`config.mk`:
```
export PLATFORM = sky130hd
export DESIGN_NAME = cmd_decode
export DESIGN_NICKNAME = d
export VERILOG_FILES = /design/src/verilog/bridge_cmd_pkg.sv /design/src/verilog/bridge_mem_pkg.sv /design/src/verilog/cmd_decode.sv
export SDC_FILE = /design/constraint.sdc
export NUM_CORES = 1
export LEC_CHECK = 0
export ABC_AREA = 1
export BUFFER_PORTS_ARGS = -buffer_cell sky130_fd_sc_hd__clkbuf_2
export CAP_MARGIN = 20
export CORE_UTILIZATION = 57
export DETAILED_ROUTE_END_ITERATION = 10
export GPL_ROUTABILITY_DRIVEN = 0
export PLACE_DENSITY = 0.75
export SLEW_MARGIN = 15
export SYNTH_ARGS = -nofsm -noshare
export SYNTH_HDL_FRONTEND = slang
export SYNTH_SLANG_ARGS = --single-unit
```
`constraint.sdc`:
```
create_clock -name clock -period 3.7 [get_ports clock]
set_input_delay 0.555 -clock clock [delete_from_list [all_inputs] [get_ports clock]]
set_output_delay 0.555 -clock clock [all_outputs]
set_load 0.005 [all_outputs]
```
`src/verilog/bridge_cmd_pkg.sv`:
```
package bridge_cmd_pkg;

  typedef logic [7:0] byte_t;
  typedef logic [7:0] status_t;

  typedef enum logic [1:0] {
    CMD_WRITE,
    CMD_READ,
    CMD_BAD
  } cmd_op_e;

  // Opcodes on the host stream
  localparam byte_t OPC_WRITE = 8'h01;
  localparam byte_t OPC_READ = 8'h02;

  // Opcode byte plus address and data bytes
  localparam int WRITE_FRAME_LEN = 9;
  localparam int READ_FRAME_LEN = 5;

  localparam status_t STAT_OKAY = 8'h00;
  localparam status_t STAT_DECERR = 8'h03;
  localparam status_t STAT_BADCMD = 8'hEE;

  localparam int READ_REPLY_LEN = 5;

endpackage

```
`src/verilog/bridge_mem_pkg.sv`:
```
package bridge_mem_pkg;

  typedef logic [31:0] addr_t;
  typedef logic [31:0] data_t;
  typedef logic [1:0] resp_t;

  localparam resp_t RESP_OKAY = 2'b00;
  localparam resp_t RESP_DECERR = 2'b11;

  // Depth in 32-bit words
  localparam int MEM_WORDS = 1024;

  // Read acceptance to rvalid
  localparam int MEM_RD_LATENCY = 2;

endpackage

```
`src/verilog/cmd_decode.sv`:
```
`timescale 1ns/1ps
module cmd_decode
  import bridge_cmd_pkg::*;
  import bridge_mem_pkg::*;
(
  input  logic    clock,
  input  logic    rst_n_i,
  input  logic    s_valid_i,
  input  logic    s_last_i,
  input  byte_t   s_data_i,
  output logic    s_ready_o,
  input  logic    cmd_busy_i,
  output logic    cmd_valid_o,
  output cmd_op_e cmd_op_o,
  output addr_t   cmd_addr_o,
  output data_t   cmd_wdata_o
);

  typedef enum logic [2:0] {IDLE, ADDR, DATA, DRAIN, HOLD} state_e;

  state_e state_q, eff_state, nxt_state;
  logic [3:0] cnt_q, cnt_n, flen_q, flen_n;
  cmd_op_e op_q, op_n;
  addr_t addr_q, addr_n;
  data_t wdata_q, wdata_n;
  logic last_seen_q, rdy_q, busy, issue_held, take, done;

  // A strobe in flight counts as busy, the executor sees it a cycle later
  assign busy = cmd_busy_i | cmd_valid_o;
  assign issue_held = (state_q == HOLD) && !busy;
  assign s_ready_o = rdy_q && !((state_q == HOLD) && busy);
  assign take = s_valid_i && s_ready_o;

  always_comb begin
    eff_state = state_q;
    if (state_q == HOLD) begin
      eff_state = last_seen_q ? IDLE : DRAIN;
    end
    nxt_state = issue_held ? eff_state : state_q;
    op_n = op_q;
    addr_n = addr_q;
    wdata_n = wdata_q;
    flen_n = flen_q;
    cnt_n = cnt_q;
    done = 1'b0;
    if (take) begin
      case (eff_state)
        IDLE: begin
          cnt_n = 4'd1;
          if (s_data_i == OPC_WRITE) begin
            op_n = CMD_WRITE;
            flen_n = 4'(WRITE_FRAME_LEN);
          end else if (s_data_i == OPC_READ) begin
            op_n = CMD_READ;
            flen_n = 4'(READ_FRAME_LEN);
          end else begin
            op_n = CMD_BAD;
          end
          if (s_last_i) begin
            op_n = CMD_BAD;
            done = 1'b1;
          end else begin
            nxt_state = (op_n == CMD_BAD) ? DRAIN : ADDR;
          end
        end
        ADDR, DATA: begin
          cnt_n = cnt_q + 4'd1;
          // LSB first, so each byte enters at the top
          if (eff_state == ADDR) begin
            addr_n = {s_data_i, addr_q[31:8]};
          end else begin
            wdata_n = {s_data_i, wdata_q[31:8]};
          end
          if (cnt_n == flen_q) begin
            done = 1'b1;
          end else if (s_last_i) begin
            op_n = CMD_BAD;
            done = 1'b1;
          end else if (cnt_n == 4'(READ_FRAME_LEN)) begin
            nxt_state = DATA;
          end
        end
        DRAIN: begin
          if (s_last_i) begin
            nxt_state = IDLE;
            done = (op_q == CMD_BAD);
          end
        end
        default: begin
        end
      endcase
    end
  end

  always_ff @(posedge clock) begin
    if (!rst_n_i) begin
      state_q <= IDLE;
      rdy_q <= 1'b0;
      cmd_valid_o <= 1'b0;
      last_seen_q <= 1'b0;
      cnt_q <= 4'd0;
      flen_q <= 4'd0;
    end else begin
      rdy_q <= 1'b1;
      cnt_q <= cnt_n;
      flen_q <= flen_n;
      state_q <= nxt_state;
      cmd_valid_o <= issue_held;
      if (done) begin
        last_seen_q <= s_last_i;
        if (busy || issue_held) begin
          state_q <= HOLD;
        end else begin
          cmd_valid_o <= 1'b1;
          state_q <= s_last_i ? IDLE : DRAIN;
        end
      end
    end
  end

  always_ff @(posedge clock) begin
    op_q <= op_n;
    addr_q <= addr_n;
    wdata_q <= wdata_n;
    if (issue_held) begin
      cmd_op_o <= op_q;
      cmd_addr_o <= addr_q;
      cmd_wdata_o <= wdata_q;
    end else if (done && !busy) begin
      cmd_op_o <= op_n;
      cmd_addr_o <= addr_n;
      cmd_wdata_o <= wdata_n;
    end
  end

endmodule

```
==> flow_metrics.py <==
metrics = {
    "status": {
        "status": "complete, no violations",
    },
    "place": {
        "place_hpwl_um": 6900,
        "dp.cells": 692,
        "detailed_place.area_mm2": 0.00633,
        "buffer_ports.inserted": 80,
    },
    "logic_synthesis": {
        "synth.cell_area_mm2": 0.00579,
        "yosys.area.top_type_share_pct": 34.3,
        "yosys_register_bits": 145,
        "part_of_the_yosys_area_used_for_sequential_elements_pct": 61.6,
        "synthesized_area_divided_by_synthesized_cell_count_um2": 11.9,
        "ys_top_cells_by_area": "sky130_fd_sc_hd__edfxtp_1 (34%), sky130_fd_sc_hd__dfxtp_1 (27%), sky130_fd_sc_hd__mux2_2 (15%), sky130_fd_sc_hd__nand2_1 (6.3%), sky130_fd_sc_hd__o21a_1 (4.2%)",
        "synthesized_net_count": 501,
        "unique_masters_post_synth": 30,
        "synth_top_area_cell": "sky130_fd_sc_hd__edfxtp_1",
        "yosys_warnings": 0,
        "synthCells": 486,
    },
    "drt": {
        "drc": 0,
        "detailroute.via_count": 3781,
        "drt_iter0_markers": 161,
        "route.detailed.wl_per_inst_um": 14.1,
        "detail-route-antenna-nets": 0,
        "drt-vias-per-instance": 5.22,
        "finalWirelength_um": 10200,
        "drt_pass1_iterations": 6,
    },
    "layout": {
        "n_antenna_cell": 0,
        "commonest_non_fill_non_tap_cell_in_the_layout": "sky130_fd_sc_hd__nand2_1",
        "layout.core_utilization_pct": 70.3,
        "drive_gt1_share_pct": 35.5,
        "area_growth_syn_to_layout_pct": 19.3,
        "instances_no_fill": 724,
        "fin_nets": 593,
        "postLayoutCellArea_mm2": 0.00690,
        "most-common-layout-cells": "sky130_fd_sc_hd__nand2_1 (96), sky130_fd_sc_hd__clkbuf_2 (80), sky130_fd_sc_hd__dfxtp_1 (79)",
    },
    "grt": {
        "globalRoute.totalOverflow": 0,
        "antenna_violations_before_repair": 0,
        "grt_start_max_net_pins": 38,
        "first_pass_grt_wire_length_um": 16200,
        "grt_util_all_layers_pct": 20.8,
        "first_global_vias": 3435,
    },
    "die": {
        "floorplan.core_area_mm2": 0.00982,
        "fp.dieW_um": 103,
        "row_count": 36,
        "dieHeight_um": 103,
        "floorplan.io_pins": 81,
        "floorplan.initialDensity_pct": 58.9,
        "floorplan.die_area_mm2": 0.0106,
    },
    "sta": {
        "fin_setup_tns_ns": 0,
        "period_minus_slack_ns": 2.80,
        "report.final.setup_viol": 0,
        "max_freq_ghz": 0.357,
        "hold_viol": 0,
        "fin_crit_sh_pct": 75.7,
        "timing_worst_slew_pin_value_ns": 0.474,
        "grt_setup_unrepaired": "no",
        "timing_max_transition_violations_final": 0,
        "clock-skew-final_ns": 0.0109,
        "slew_headroom_pct": 68.3,
    },
    "cts": {
        "cts.repair.resized": 0,
        "clock_tree.buffer_depth": 2,
        "clk_pin_slew_worst_paths_ns": 0.06,
        "clock_tree_from_tritoncts": "built",
        "cts-buffers-inserted": 17,
        "cts_max_level": 4,
        "cts_root_buf": "sky130_fd_sc_hd__clkbuf_8",
        "clock_sink_total": 145,
        "worstSkewPairLatency_ns": 0.52,
        "postCtsHoldBufs": 0,
        "cts.repair_timing.setup_buffer_count": 0,
    },
    "worst_setup_path": {
        "reg2regPathDepth": 12,
        "r2r-start": "cnt_q[0]$_SDFFE_PN0P_",
        "critical_path_arrival_ns": 2.98,
        "reg2reg_setup_slack_ns": 0.90,
        "critical_path.endpoint_type": "register",
        "reg2reg_to": "cmd_wdata_o[20]$_DFFE_PP_",
        "timing.critical_path.fanout_max": 30,
        "critPathKind": "reg -> reg",
        "worstPathRequired_ns": 3.88,
        "setup.worst_path.start_class": "register",
    },
    "pwr": {
        "static-leakage-power_nw": 2.90,
        "seq_power_share_pct": 50.1,
        "power.density_mw_per_mm2": 661,
        "power_share_of_the_combinational_group_pct": 14.6,
        "net-switching-power_mw": 1.15,
        "switching_power_share_of_the_total_pct": 25.1,
        "vdd_drop_max_mv": 0.335,
        "power.internal_mw": 3.41,
        "clockPowerShare_pct": 35.3,
    },
    "hold_path": {
        "hold_path_startpoint": "rst_n_i",
        "worst_hold_path.endpoint": "rdy_q$_DFF_P_",
        "worstHoldPathType": "in -> reg",
        "whs_path_depth": 1,
    },
    "run": {
        "cap_violations": 0,
    },
}
-- registers in the layout, summed over array words and instances (netlist names) --
name         count
cnt_q            4
addr_q          32
flen_q           3
last_seen_q      1
cmd_op_o         2
cmd_valid_o      1
cmd_wdata_o     32
wdata_q         32
state_q          3
rdy_q            1
cmd_addr_o      32
op_q             2
-- cells by family (layout without fill, tap and decap cells) --
logic type / after synthesis / count (layout) / share of synthesized area, %
adders and majority gates: 2 / 2 / 0.432
AOI/OAI and AO/OA: 65 / 65 / 7.24
DFF: 145 / 145 / 61.6
buffers and inverters: 50 / 155 / 3.94
muxes: 80 / 80 / 15.6
and+or+nand+nor: 144 / 144 / 11.2
-- worst max-delay path, stage by stage, from the launching register on --
cell,delay (ns)
sky130_fd_sc_hd__dfxtp_1,0.41
sky130_fd_sc_hd__inv_1,0.11
sky130_fd_sc_hd__ha_1,0.32
sky130_fd_sc_hd__a21oi_1,0.13
sky130_fd_sc_hd__nand2_1,0.07
sky130_fd_sc_hd__nor2_1,0.10
sky130_fd_sc_hd__nand2_1,0.12
sky130_fd_sc_hd__nand2_1,0.09
sky130_fd_sc_hd__nand2_1,0.06
sky130_fd_sc_hd__nand2_2,0.10
sky130_fd_sc_hd__nand3_1,0.12
sky130_fd_sc_hd__nand2_2,0.39
sky130_fd_sc_hd__buf_4,0.44
-- metrics by stage --
stage | hold slack (ns) | power, mW | worst slack (ns)
finish | 0.224 | 4.56 | 0.901
global route | 0.203 | 4.78 | 0.612
CTS | 0.187 | 4.60 | 0.906
detailed placement | 0.447 | 2.97 | 0.919
global placement | 0.438 | 2.93 | 1.05
floorplan | 0.430 | 2.76 | 0.436
-- cells in the mapped netlist, drive strengths merged --
cell / instances
a21oi: 16
a31oi: 1
buf: 14
clkinv: 1
dfxtp: 79
edfxtp: 66
ha: 2
inv: 35
mux2: 80
nand2: 99
nand3: 22
nand3b: 1
nand4: 4
nor2: 17
nor2b: 1
o211ai: 1
o21a: 32
o21ai: 13
o22ai: 2
-- how the worst max path moves through the flow --
stage | start | end | slack (ns) | cells after the start
final | cnt_q[0]$_SDFFE_PN0P_ | cmd_wdata_o[20]$_DFFE_PP_ | 0.90 | 12
after global routing | cnt_q[0]$_SDFFE_PN0P_ | cmd_wdata_o[20]$_DFFE_PP_ | 0.61 | 12
after CTS | cnt_q[0]$_SDFFE_PN0P_ | cmd_addr_o[6]$_DFFE_PP_ | 0.91 | 12
after detailed placement | cnt_q[0]$_SDFFE_PN0P_ | cmd_addr_o[6]$_DFFE_PP_ | 0.92 | 12
after global placement | cnt_q[0]$_SDFFE_PN0P_ | cmd_addr_o[14]$_DFFE_PP_ | 1.05 | 12
after floorplan | cnt_q[0]$_SDFFE_PN0P_ | cmd_addr_o[0]$_DFFE_PP_ | 0.44 | 11
-- power by group through the flow --
stage | combinational [mW] | clock [mW] | sequential (mW)
after floorplan | 0.508 | 0 | 2.25
after global placement | 0.639 | 0 | 2.29
after detailed placement | 0.663 | 0 | 2.31
after CTS | 0.674 | 1.64 | 2.28
after global routing | 0.740 | 1.71 | 2.33
final | 0.668 | 1.61 | 2.28
-- routing by layer --
layer | vias up | global-route usage (%) | share of wire [%]
met5 | - | 0 | 0
met1 | 1753 | 25.5 | 42
met3 | 14 | 5.63 | 5.9
met2 | 141 | 33.9 | 50
met4 | 0 | 10.4 | 1.5
li1 | 1873 | - | -
-- layout make-up --
| cell class | instances | area, um2 |
|---|---|---|
| timing repair buffer | 87 | 465 |
| clock inverter | 11 | 103 |
| fill | 725 | 2920 |
| inverter | 36 | 135 |
| sequential | 145 | 3560 |
| clock buffer | 21 | 472 |
| multi-input combinational | 291 | 2000 |
| tap | 133 | 166 |
No activity file was read; power rests on OpenSTA's default activity.
