$ cat src/verilog/bridge_cmd_pkg.sv
package bridge_cmd_pkg;

  typedef logic [7:0] byte_t;
  typedef logic [7:0] status_t;

  typedef enum logic [1:0] {
    CMD_WRITE,
    CMD_READ,
    CMD_BAD
  } cmd_op_e;

  // Opcodes on the host stream
  localparam byte_t OPC_WRITE = 8'h01;
  localparam byte_t OPC_READ = 8'h02;

  // Opcode byte plus address and data bytes
  localparam int WRITE_FRAME_LEN = 9;
  localparam int READ_FRAME_LEN = 5;

  localparam status_t STAT_OKAY = 8'h00;
  localparam status_t STAT_DECERR = 8'h03;
  localparam status_t STAT_BADCMD = 8'hEE;

  localparam int READ_REPLY_LEN = 5;

endpackage

$ cat src/verilog/bridge_mem_pkg.sv
package bridge_mem_pkg;

  typedef logic [31:0] addr_t;
  typedef logic [31:0] data_t;
  typedef logic [1:0] resp_t;

  localparam resp_t RESP_OKAY = 2'b00;
  localparam resp_t RESP_DECERR = 2'b11;

  // Depth in 32-bit words
  localparam int MEM_WORDS = 1024;

  // Read acceptance to rvalid
  localparam int MEM_RD_LATENCY = 2;

endpackage

$ cat src/verilog/reply_encode.sv
`timescale 1ns/1ps
module reply_encode
  import bridge_cmd_pkg::*;
  import bridge_mem_pkg::*;
(
  input  logic    clock,
  input  logic    rst_n_i,
  input  logic    res_valid_i,
  input  cmd_op_e res_op_i,
  input  status_t res_status_i,
  input  data_t   res_rdata_i,
  output logic    m_valid_o,
  input  logic    m_ready_i,
  output logic    m_last_o,
  output byte_t   m_data_o,
  output logic    reply_done_o
);

  // Status byte in the low byte, read data above it
  logic [39:0] sh_q;
  logic [2:0] left_q;
  logic xfer;

  assign xfer = m_valid_o && m_ready_i;
  assign m_data_o = sh_q[7:0];
  assign m_last_o = m_valid_o && (left_q == 3'd1);
  assign reply_done_o = xfer && m_last_o;

  always_ff @(posedge clock) begin
    if (!rst_n_i) begin
      m_valid_o <= 1'b0;
      left_q <= 3'd0;
    end else if (res_valid_i) begin
      m_valid_o <= 1'b1;
      if (res_op_i == CMD_READ) begin
        left_q <= 3'(READ_REPLY_LEN);
      end else begin
        left_q <= 3'd1;
      end
    end else if (xfer) begin
      left_q <= left_q - 3'd1;
      if (left_q == 3'd1) begin
        m_valid_o <= 1'b0;
      end
    end
  end

  // Next byte only moves down once the current one is taken
  always_ff @(posedge clock) begin
    if (res_valid_i) begin
      sh_q <= {res_rdata_i, res_status_i};
    end else if (xfer) begin
      sh_q <= {8'h00, sh_q[39:8]};
    end
  end

endmodule

$ cat config.mk
export PLATFORM = sky130hd
export DESIGN_NAME = reply_encode
export DESIGN_NICKNAME = d
export VERILOG_FILES = /design/src/verilog/bridge_cmd_pkg.sv /design/src/verilog/bridge_mem_pkg.sv /design/src/verilog/reply_encode.sv
export SDC_FILE = /design/constraint.sdc
export NUM_CORES = 1
export LEC_CHECK = 0
export BUFFER_PORTS_ARGS = -buffer_cell sky130_fd_sc_hd__buf_2
export CAP_MARGIN = 40
export CORE_ASPECT_RATIO = 0.6
export CORE_MARGIN = 10
export CORE_UTILIZATION = 52
export DETAILED_ROUTE_END_ITERATION = 6
export GPL_ROUTABILITY_DRIVEN = 0
export MAX_ROUTING_LAYER = met4
export PLACE_DENSITY = 0.79
export SLEW_MARGIN = 5
export SYNTH_ARGS = -nofsm -noshare
export SYNTH_HDL_FRONTEND = slang
export SYNTH_SLANG_ARGS = --single-unit
$ cat constraint.sdc
create_clock -name clock -period 2.14 [get_ports clock]
set_input_delay 0 -clock clock [delete_from_list [all_inputs] [get_ports clock]]
set_output_delay 0 -clock clock [all_outputs]
set_load 0.03 [all_outputs]
==> summary.md, run 1 <==
| Metric | Value |
|---|---|
| # rows | 17 |
| Post-route insts no fill | 229 |
| Vias | 1100 |
| Clock Latency Late Sink | 0.29 ns |
| Layout cell share with drive strength beyond 1 | 0.555 |
| Max-cap violation count | 0 |
| Antenna Cells | 0 |
| Via density | 4.80 |
| Multi-input gate area | 656 um^2 |
| Global Route Usage Sum | 0.110 |
| DR DRC count | 0 |
| Largest net degree at the start of global routing | 41 |
| Post-synthesis net count | 166 |
| PwrDens | 765 mW/mm^2 |
| Max-slew violations | 0 |
| CP arrival | 1.44 ns |
| Cts bufs inserted | 5 |
| Clock Tree Root | clkbuf_8 |
| Tcrit/Tclk final | 0.671 |
| Combinational share of power | 0.143 |
| Clock slew at reported path FFs | 0.08 ns |
| Critical path launch point type | flop |
| Mapped Cells | 118 |
| Die ar. | 0.00702 mm^2 |
| Switching Share | 0.211 |
| Status | finished clean |
| Slew at the pin closest to its max-slew limit | 0.445 ns |
| Synth area leaders | edfxtp_1 (58%), mux2_4 (19%), dfxtp_1 (3.8%), mux2_2 (3.2%), buf_4 (2.9%) |
| Avg Cell Area, Syn | 17.6 um^2 |
| Cell Count Post-Placement | 212 |
| Largest stage delay on the critical path | 0.31 ns |
| H-tree depth | 2 |
| Yosys warnings | 0 |
| Yosys top cell area share | 0.577 |
| Hold WC Path Type | in -> reg |
| Worst Clk Skew | 0.00327 ns |
| Post-CTS sizing | 0 |
| First-pass GRT wire length | 5870 um |
| Fmax | 0.697 GHz |
| Netlist cell types | 25 |
| Setup violators final | 0 |
| Seq pwr share | 0.543 |
| RSZ-0062 raised after global routing | no |
| Die width | 102 um |
| Cells along the critical path | inv_1 > ha_1 > and3b_1 > and2_1 > buf_2 |
| Sequential fraction of the synthesis area | 0.615 |
| WL final | 3760 um |
| EDFF count, synth | 40 |
| Static Leak | 1.11 nW |
| I/O pin total | 57 |
| PortBufs | 56 |
| # fillers | 255 |
| Initial core utilization | 0.553 |
| DR WL/cell | 16.4 um |
| Minimum clock period | 1.44 ns |
| TritonCTS Sinks | 44 |
| #FFs+latches synth | 44 |
| Gr ovfl total | 0 |
| Net switching power | 0.000410 W |
| Critical Setup Path Class | reg -> out |
| Drt first-iter violations | 32 |
| WHS Path Cells | 2 |
| Area Overhead vs Synth | 21.6% |
| Crit-path max FO | 3 |
| Cell Area, Synth | 0.00208 mm^2 |
| VDD IR max | 0.375 mV |
| Vias in the first global route | 1265 |
| Clock Path Buffers | 2 |
| Die Ht | 69.0 um |
| CTS tree | built |
| Ys flop type | edfxtp_1 |
| Max_slew headroom | 0.704 |
| Dpl hpwl | 2790 um |
| Routed Antenna Nets | 0 |
| Final nets | 229 |
| Pre-antenna DRT Iters | 4 |
| Initial antenna violation count | 0 |
| Final number of hold-violating endpoints | 0 |
| Setup_tns | 0 ns |
| Worst path slowest cell | dfxtp_1 |
| Power share of the clock group | 0.314 |
| Worst setup EP type | output port |
| Total area of sequential cells | 0.00128 mm^2 |
| Reg2Reg Depth | 3 |
| Core Region | 0.00376 mm^2 |
| Synth area leader | edfxtp_1 |
| P_int | 0.00153 W |
| WP data required | 2.14 ns |
| Ys async rst share | 0 |
[power by group through the flow]
stage / Combinational (W) / Sequential [W] / Clock, W
finish: 0.000277 / 0.00105 / 0.000608
CTS: 0.000278 / 0.00105 / 0.000624
global placement: 0.000255 / 0.00107 / 0
detailed placement: 0.000267 / 0.00107 / 0
global route: 0.000299 / 0.00106 / 0.000658
floorplan: 0.000205 / 0.00107 / 0
[placed cells by master, fill, tap and decap left out]
cell type,count
nand3b_1,1
buf_2,56
ha_1,2
nor2_1,1
xnor2_1,2
clkbuf_8,5
nand2_1,1
inv_1,4
nand3_1,1
mux2_2,6
o21a_1,1
bufinv_16,1
o211a_1,1
buf_12,1
buf_4,3
clkbuf_1,1
o21ai_0,1
edfxtp_1,40
a21oi_1,1
and2_1,9
dfxtp_1,4
a2111oi_4,1
or2b_2,1
and3_1,1
and3b_1,1
dlygate4sd3_1,9
clkinv_2,1
mux2_4,26
[registers in the layout, indices dropped and copies added (netlist names)]
| signal | cells |
|---|---|
| sh_q | 40 |
| left_q | 3 |
| m_valid_o | 1 |
[routing by layer]
layer | up-vias | track usage | part of all wire
li1 | 547 | - | -
met1 | 508 | 0.106 | 0.39
met2 | 41 | 0.189 | 0.50
met3 | 4 | 0.0565 | 0.092
met4 | 0 | 0.0297 | 0.011
met5 | - | - | 0
[Yosys cell counts (2+ instances only)]
cell type,instances
edfxtp_1,40
mux2_4,26
and2_1,9
buf_4,8
mux2_2,6
dfxtp_1,4
inv_1,4
buf_12,2
ha_1,2
xnor2_1,2
[through the flow]
step | util | cell area [um^2] | hold WS [ns] | worst slack (ns) | total power, W
6_report | 0.672 | 2530 | 0.00530 | 0.705 | 0.00194
5_1_grt | 0.672 | 2530 | 0.000138 | 0.637 | 0.00202
4_1_cts | 0.667 | 2510 | 0.00353 | 0.695 | 0.00195
3_5_place_dp | 0.620 | 2330 | 0.256 | 0.811 | 0.00134
3_3_place_gp | 0.620 | 2330 | 0.244 | 0.874 | 0.00132
2_1_floorplan | - | 2080 | 0.117 | 0.00942 | 0.00127
[cells by family (layout without fill, tap and decap cells)]
| logic type | count (synthesis) | after routing | share of synthesized area |
|---|---|---|---|
| adders and majority gates | 2 | 2 | 0.0120 |
| AOI/OAI and AO/OA | 5 | 5 | 0.0264 |
| and+or+nand+nor | 16 | 16 | 0.0475 |
| xor gates and xnor gates | 2 | 2 | 0.00841 |
| muxes | 32 | 32 | 0.220 |
| buffers and inverters | 17 | 81 | 0.0703 |
| DFF | 44 | 44 | 0.615 |
[worst paths after layout]
path	endpoint	start	slack, ns
worst max-delay path	reply_done_o	left_q[1]	0.70
worst min-delay path	sh_q[36]	res_rdata_i[28]	0.005
worst max register to register	sh_q[6]	m_valid_o	0.79
worst min register to register	sh_q[23]	sh_q[31]	0.55
[layout make-up]
class	count	area share
sequential	44	0.506
inverter	4	0.00593
clock inverter	2	0.0138
clock buffer	6	0.0287
timing repair buffer	69	0.163
multi-input combinational	57	0.259
tap	47	0.0232
[worst max-delay path: cells and delay by family (launching register included)]
kind                       cells  cell delay [ns]
and+or+nand+nor                2             0.32
adders and majority gates      1             0.21
buffers and inverters          2             0.31
DFF                            1             0.31
[repair_timing]
item	4_1_cts	5_1_grt
hold endpoints to repair	8	2
hold buffers	7	2
setup buffers	0	0
No activity file was read; power rests on OpenSTA's default activity.
==> run 2: changes to the inputs <==
- ABC_AREA: unset -> 1
- CORE_UTILIZATION: 52 -> 51
- PLACE_DENSITY: 0.79 -> 0.78
- clock period: 2.14 -> 1.45 ns (I/O delays scaled with it)
==> summary.md, run 2 <==
| Metric | Value |
|---|---|
| Status | finished clean |
| Largest family of logic cells by synthesized area | simple AND/OR/NAND/NOR gates |
| #FFs+latches synth | 44 (unchanged) |
| Avg Cell Area, Syn | 9.82 um^2 (-44%) |
| Post-synthesis net count | 255 (+54%) |
| Core Region | 0.00374 mm^2 (-0.56%) |
| Clock slew at reported path FFs | 0.08 ns (about the same) |
| VDD IR max | 0.590 mV (+57%) |
| Post-CTS sizing | 0 (unchanged) |
| Initial antenna violation count | 0 (unchanged) |
| Minimum clock period | 1.29 ns |
| H-tree depth | 2 (unchanged) |
| Die ar. | 0.00700 mm^2 (-0.32%) |
| Initial core utilization | 0.543 (-0.00989) |
| Clock Latency Late Sink | 0.29 ns (about the same) |
| Flip-flop count of the largest register after layout | 40 (unchanged) |
| Seq pwr share | 0.573 (+0.030) |
| TritonCTS Sinks | 44 (unchanged) |
| Vias | 1490 (+35%) |
| Mapped Cells | 207 (+75%) |
| Gr ovfl total | 0 (unchanged) |
| Antenna Cells | 0 (unchanged) |
| P_int | 0.00203 W (+33%) |
| Mux contribution to synthesized area | 0 (-0.220) |
| Max_slew headroom | 0.728 (+0.0247) |
| Setup_tns | 0 ns (unchanged) |
| Critical Setup Path Class | reg -> out |
| Top flop regs | sh_q x40, left_q x3, m_valid_o x1 |
| Post-placement cell area | 0.00225 mm^2 (-3.6%) |
| Sequential fraction of the synthesis area | 0.630 (+0.0148) |
| Most frequent cells after synthesis | nand2_1 (113), edfxtp_1 (40), inv_1 (15) |
| Netlist cell types | 18 (-28%) |
| EDFF count, synth | 40 (unchanged) |
| Tcrit/Tclk final | 0.888 |
| Pre-antenna DRT Iters | 4 (unchanged) |
| Largest reg by FF count | sh_q |
| Layout cell share with drive strength beyond 1 | 0.245 (-0.310) |
| Synth Area in Adders | 0.0123 (+0.000288) |
| Die Ht | 68.9 um (-0.15%) |
| I/O pin total | 57 (unchanged) |
| Synth area leaders | edfxtp_1 (59%), nand2_1 (21%), dfxtp_1 (3.9%), buf_4 (3.7%), inv_1 (2.8%) |
| Combinational share of power | 0.158 (+0.015) |
| Worst hold margin | 0.00133 ns (-0.00398 ns) |
| Crit path max-delay family | flip-flops |
| Max-slew violations | 0 (unchanged) |
| # rows | 17 (unchanged) |
| First-pass GRT wire length | 6890 um (+17%) |
| Most frequent cell after synthesis | nand2_1 |
| Worst path slowest cell | dfxtp_1 |
| Fmax | 0.777 GHz |
| Synth area leader | edfxtp_1 |
| Yosys top cell area share | 0.591 (+0.0138) |
| Switching Share | 0.249 (+0.0378) |
| Static Leak | 1.33 nW (+19%) |
| Drt first-iter violations | 74 (+130%) |
| Compound-cell area share of the yosys netlist | 0.0160 (-0.0104) |
| Yosys warnings | 0 (unchanged) |
| Critical path launch point type | flop |
| Ys async rst share | 0 (unchanged) |
| Commonest non-fill, non-tap cells in the layout | nand2_1 (113), buf_2 (56), edfxtp_1 (40), dlygate4sd3_1 (34), inv_1 (15) |
| Largest stage delay on the critical path | 0.32 ns (about the same) |
| Ys flop type | edfxtp_1 |
| WP data required | 1.45 ns (-0.69 ns) |
| Post-CTS Setup Bufs | 0 (unchanged) |
| Die width | 102 um (-0.17%) |
| Via density | 4.42 (-8.0%) |
| Cells along the critical path | inv_1 > ha_1 > nand2_1 > nor2_1 > buf_2 |
| DR DRC count | 0 (unchanged) |
| Largest net degree at the start of global routing | 44 (+7.3%) |
| PortBufs | 56 (unchanged) |
| RSZ-0062 raised after global routing | no |
| Power share of the clock group | 0.269 (-0.045) |
| Final nets | 337 (+47%) |
| Clock Path Buffers | 2 (unchanged) |
| Worst Clk Skew | 0.00693 ns (+0.00366 ns) |
| CP arrival | 1.29 ns (-0.15 ns) |
| Area Overhead vs Synth | 31.4% |
| PwrDens | 1010 mW/mm^2 (+32%) |
| Vias in the first global route | 1489 (+18%) |
| Global Route Usage Sum | 0.131 (+0.0212) |
| WL final | 4340 um (+16%) |
| Final number of hold-violating endpoints | 0 (unchanged) |
| Post-synthesis xor/xnor area fraction | 0 (-0.00841) |
| Cell Area, Synth | 0.00203 mm^2 (-2.3%) |
| Crit-path max FO | 2 (-1) |
| Net switching power | 0.000674 W (+65%) |
| Worst setup EP type | output port |
| Slew at the pin closest to its max-slew limit | 0.408 ns (-0.0370 ns) |
| Setup violators final | 0 (unchanged) |
| Post-Synth Simple-Gate Area | 0.242 (+0.195) |
| CTS tree | built |
| Routed Antenna Nets | 0 (unchanged) |
| DR WL/cell | 12.9 um (-21%) |
| Cts bufs inserted | 5 (unchanged) |
| Dpl hpwl | 2740 um (-1.9%) |
| Critical path buffers and inverters | 2 (unchanged) |
| Fin area | 0.00267 mm^2 (+5.6%) |
| Max-cap violation count | 0 (unchanged) |
| Commonest non-fill, non-tap cell in the layout | nand2_1 |
| Hold WC Path Type | in -> reg |
| Clock Tree Root | clkbuf_8 |
run 2: changes by cell type after synthesis, sizes merged, moves of 2 or more:
cell / before / now
nor2: 1 / 3
buf: 13 / 16
nand2: 1 / 116
and2: 9 / 0
nand3: 1 / 4
xnor2: 2 / 0
inv: 4 / 17
a21oi: 1 / 4
mux2: 32 / 0
run 2: path summary, 6_finish.rpt:
| kind | start | end | slack [ns] | cells after the start |
|---|---|---|---|---|
| min reg2reg | left_q[1] | left_q[1] | 0.49 | 2 |
| min | res_rdata_i[10] | sh_q[18] | 0.001 | 3 |
| max | left_q[1] | reply_done_o | 0.16 | 5 |
| max reg2reg | m_valid_o | sh_q[38] | 0.30 | 2 |
run 2: cell families (layout without fill, tap and decap cells):
group	count (synthesis)	in the layout
AOI/OAI and AO/OA	5	5
adders and majority gates	2	2
and+or+nand+nor	123	123
buffers and inverters	33	116
DFF	44	44
run 2: area by class of cell:
class | instances | area [um^2]
Fill cell | 280 | 1070
Tap cell | 47 | 58.8
Timing Repair Buffer | 91 | 628
Clock inverter | 3 | 13.8
Inverter | 17 | 71.3
Multi-Input combinational cell | 130 | 551
Sequential cell | 44 | 1280
Clock buffer | 5 | 68.8
run 2: routing by layer:
metal / share of wire / wire length [um] / GRT usage
met2: 0.47 / 2060 / 0.212
met4: 0.0058 / 25 / 0.0415
met5: 0 / 0 / -
met1: 0.45 / 1950 / 0.151
met3: 0.072 / 312 / 0.0476
run 2: what timing repair did:
item	4_1_cts	5_1_grt
endpoints found under the setup margin	0	0
hold buffers	33	1
hold endpoints to repair	33	1
run 2: power groups by stage:
stage / registers (W) / clock network [W] / logic, W
after floorplan: 0.00157 / 0 / 0.000267
after global placement: 0.00157 / 0 / 0.000343
after detailed placement: 0.00158 / 0 / 0.000355
after CTS: 0.00155 / 0.000734 / 0.000423
after global routing: 0.00156 / 0.000790 / 0.000481
final: 0.00155 / 0.000728 / 0.000427
run 2: per-stage QoR:
step | instances | utilization | power, W | setup WS [ns]
3_3_place_gp | 295 | 0.601 | 0.00191 | 0.359
6_report | 337 | 0.714 | 0.00270 | 0.163
4_1_cts | 336 | 0.711 | 0.00271 | 0.201
3_5_place_dp | 295 | 0.601 | 0.00193 | 0.310
5_1_grt | 337 | 0.714 | 0.00283 | 0.114
2_1_floorplan | 207 | - | 0.00184 | 0.196
run 2: worst register-to-register path, delay by kind of cell, from the launching register on:
family	cells	cell delay [ns]
DFF	1	0.42
and+or+nand+nor	2	0.39
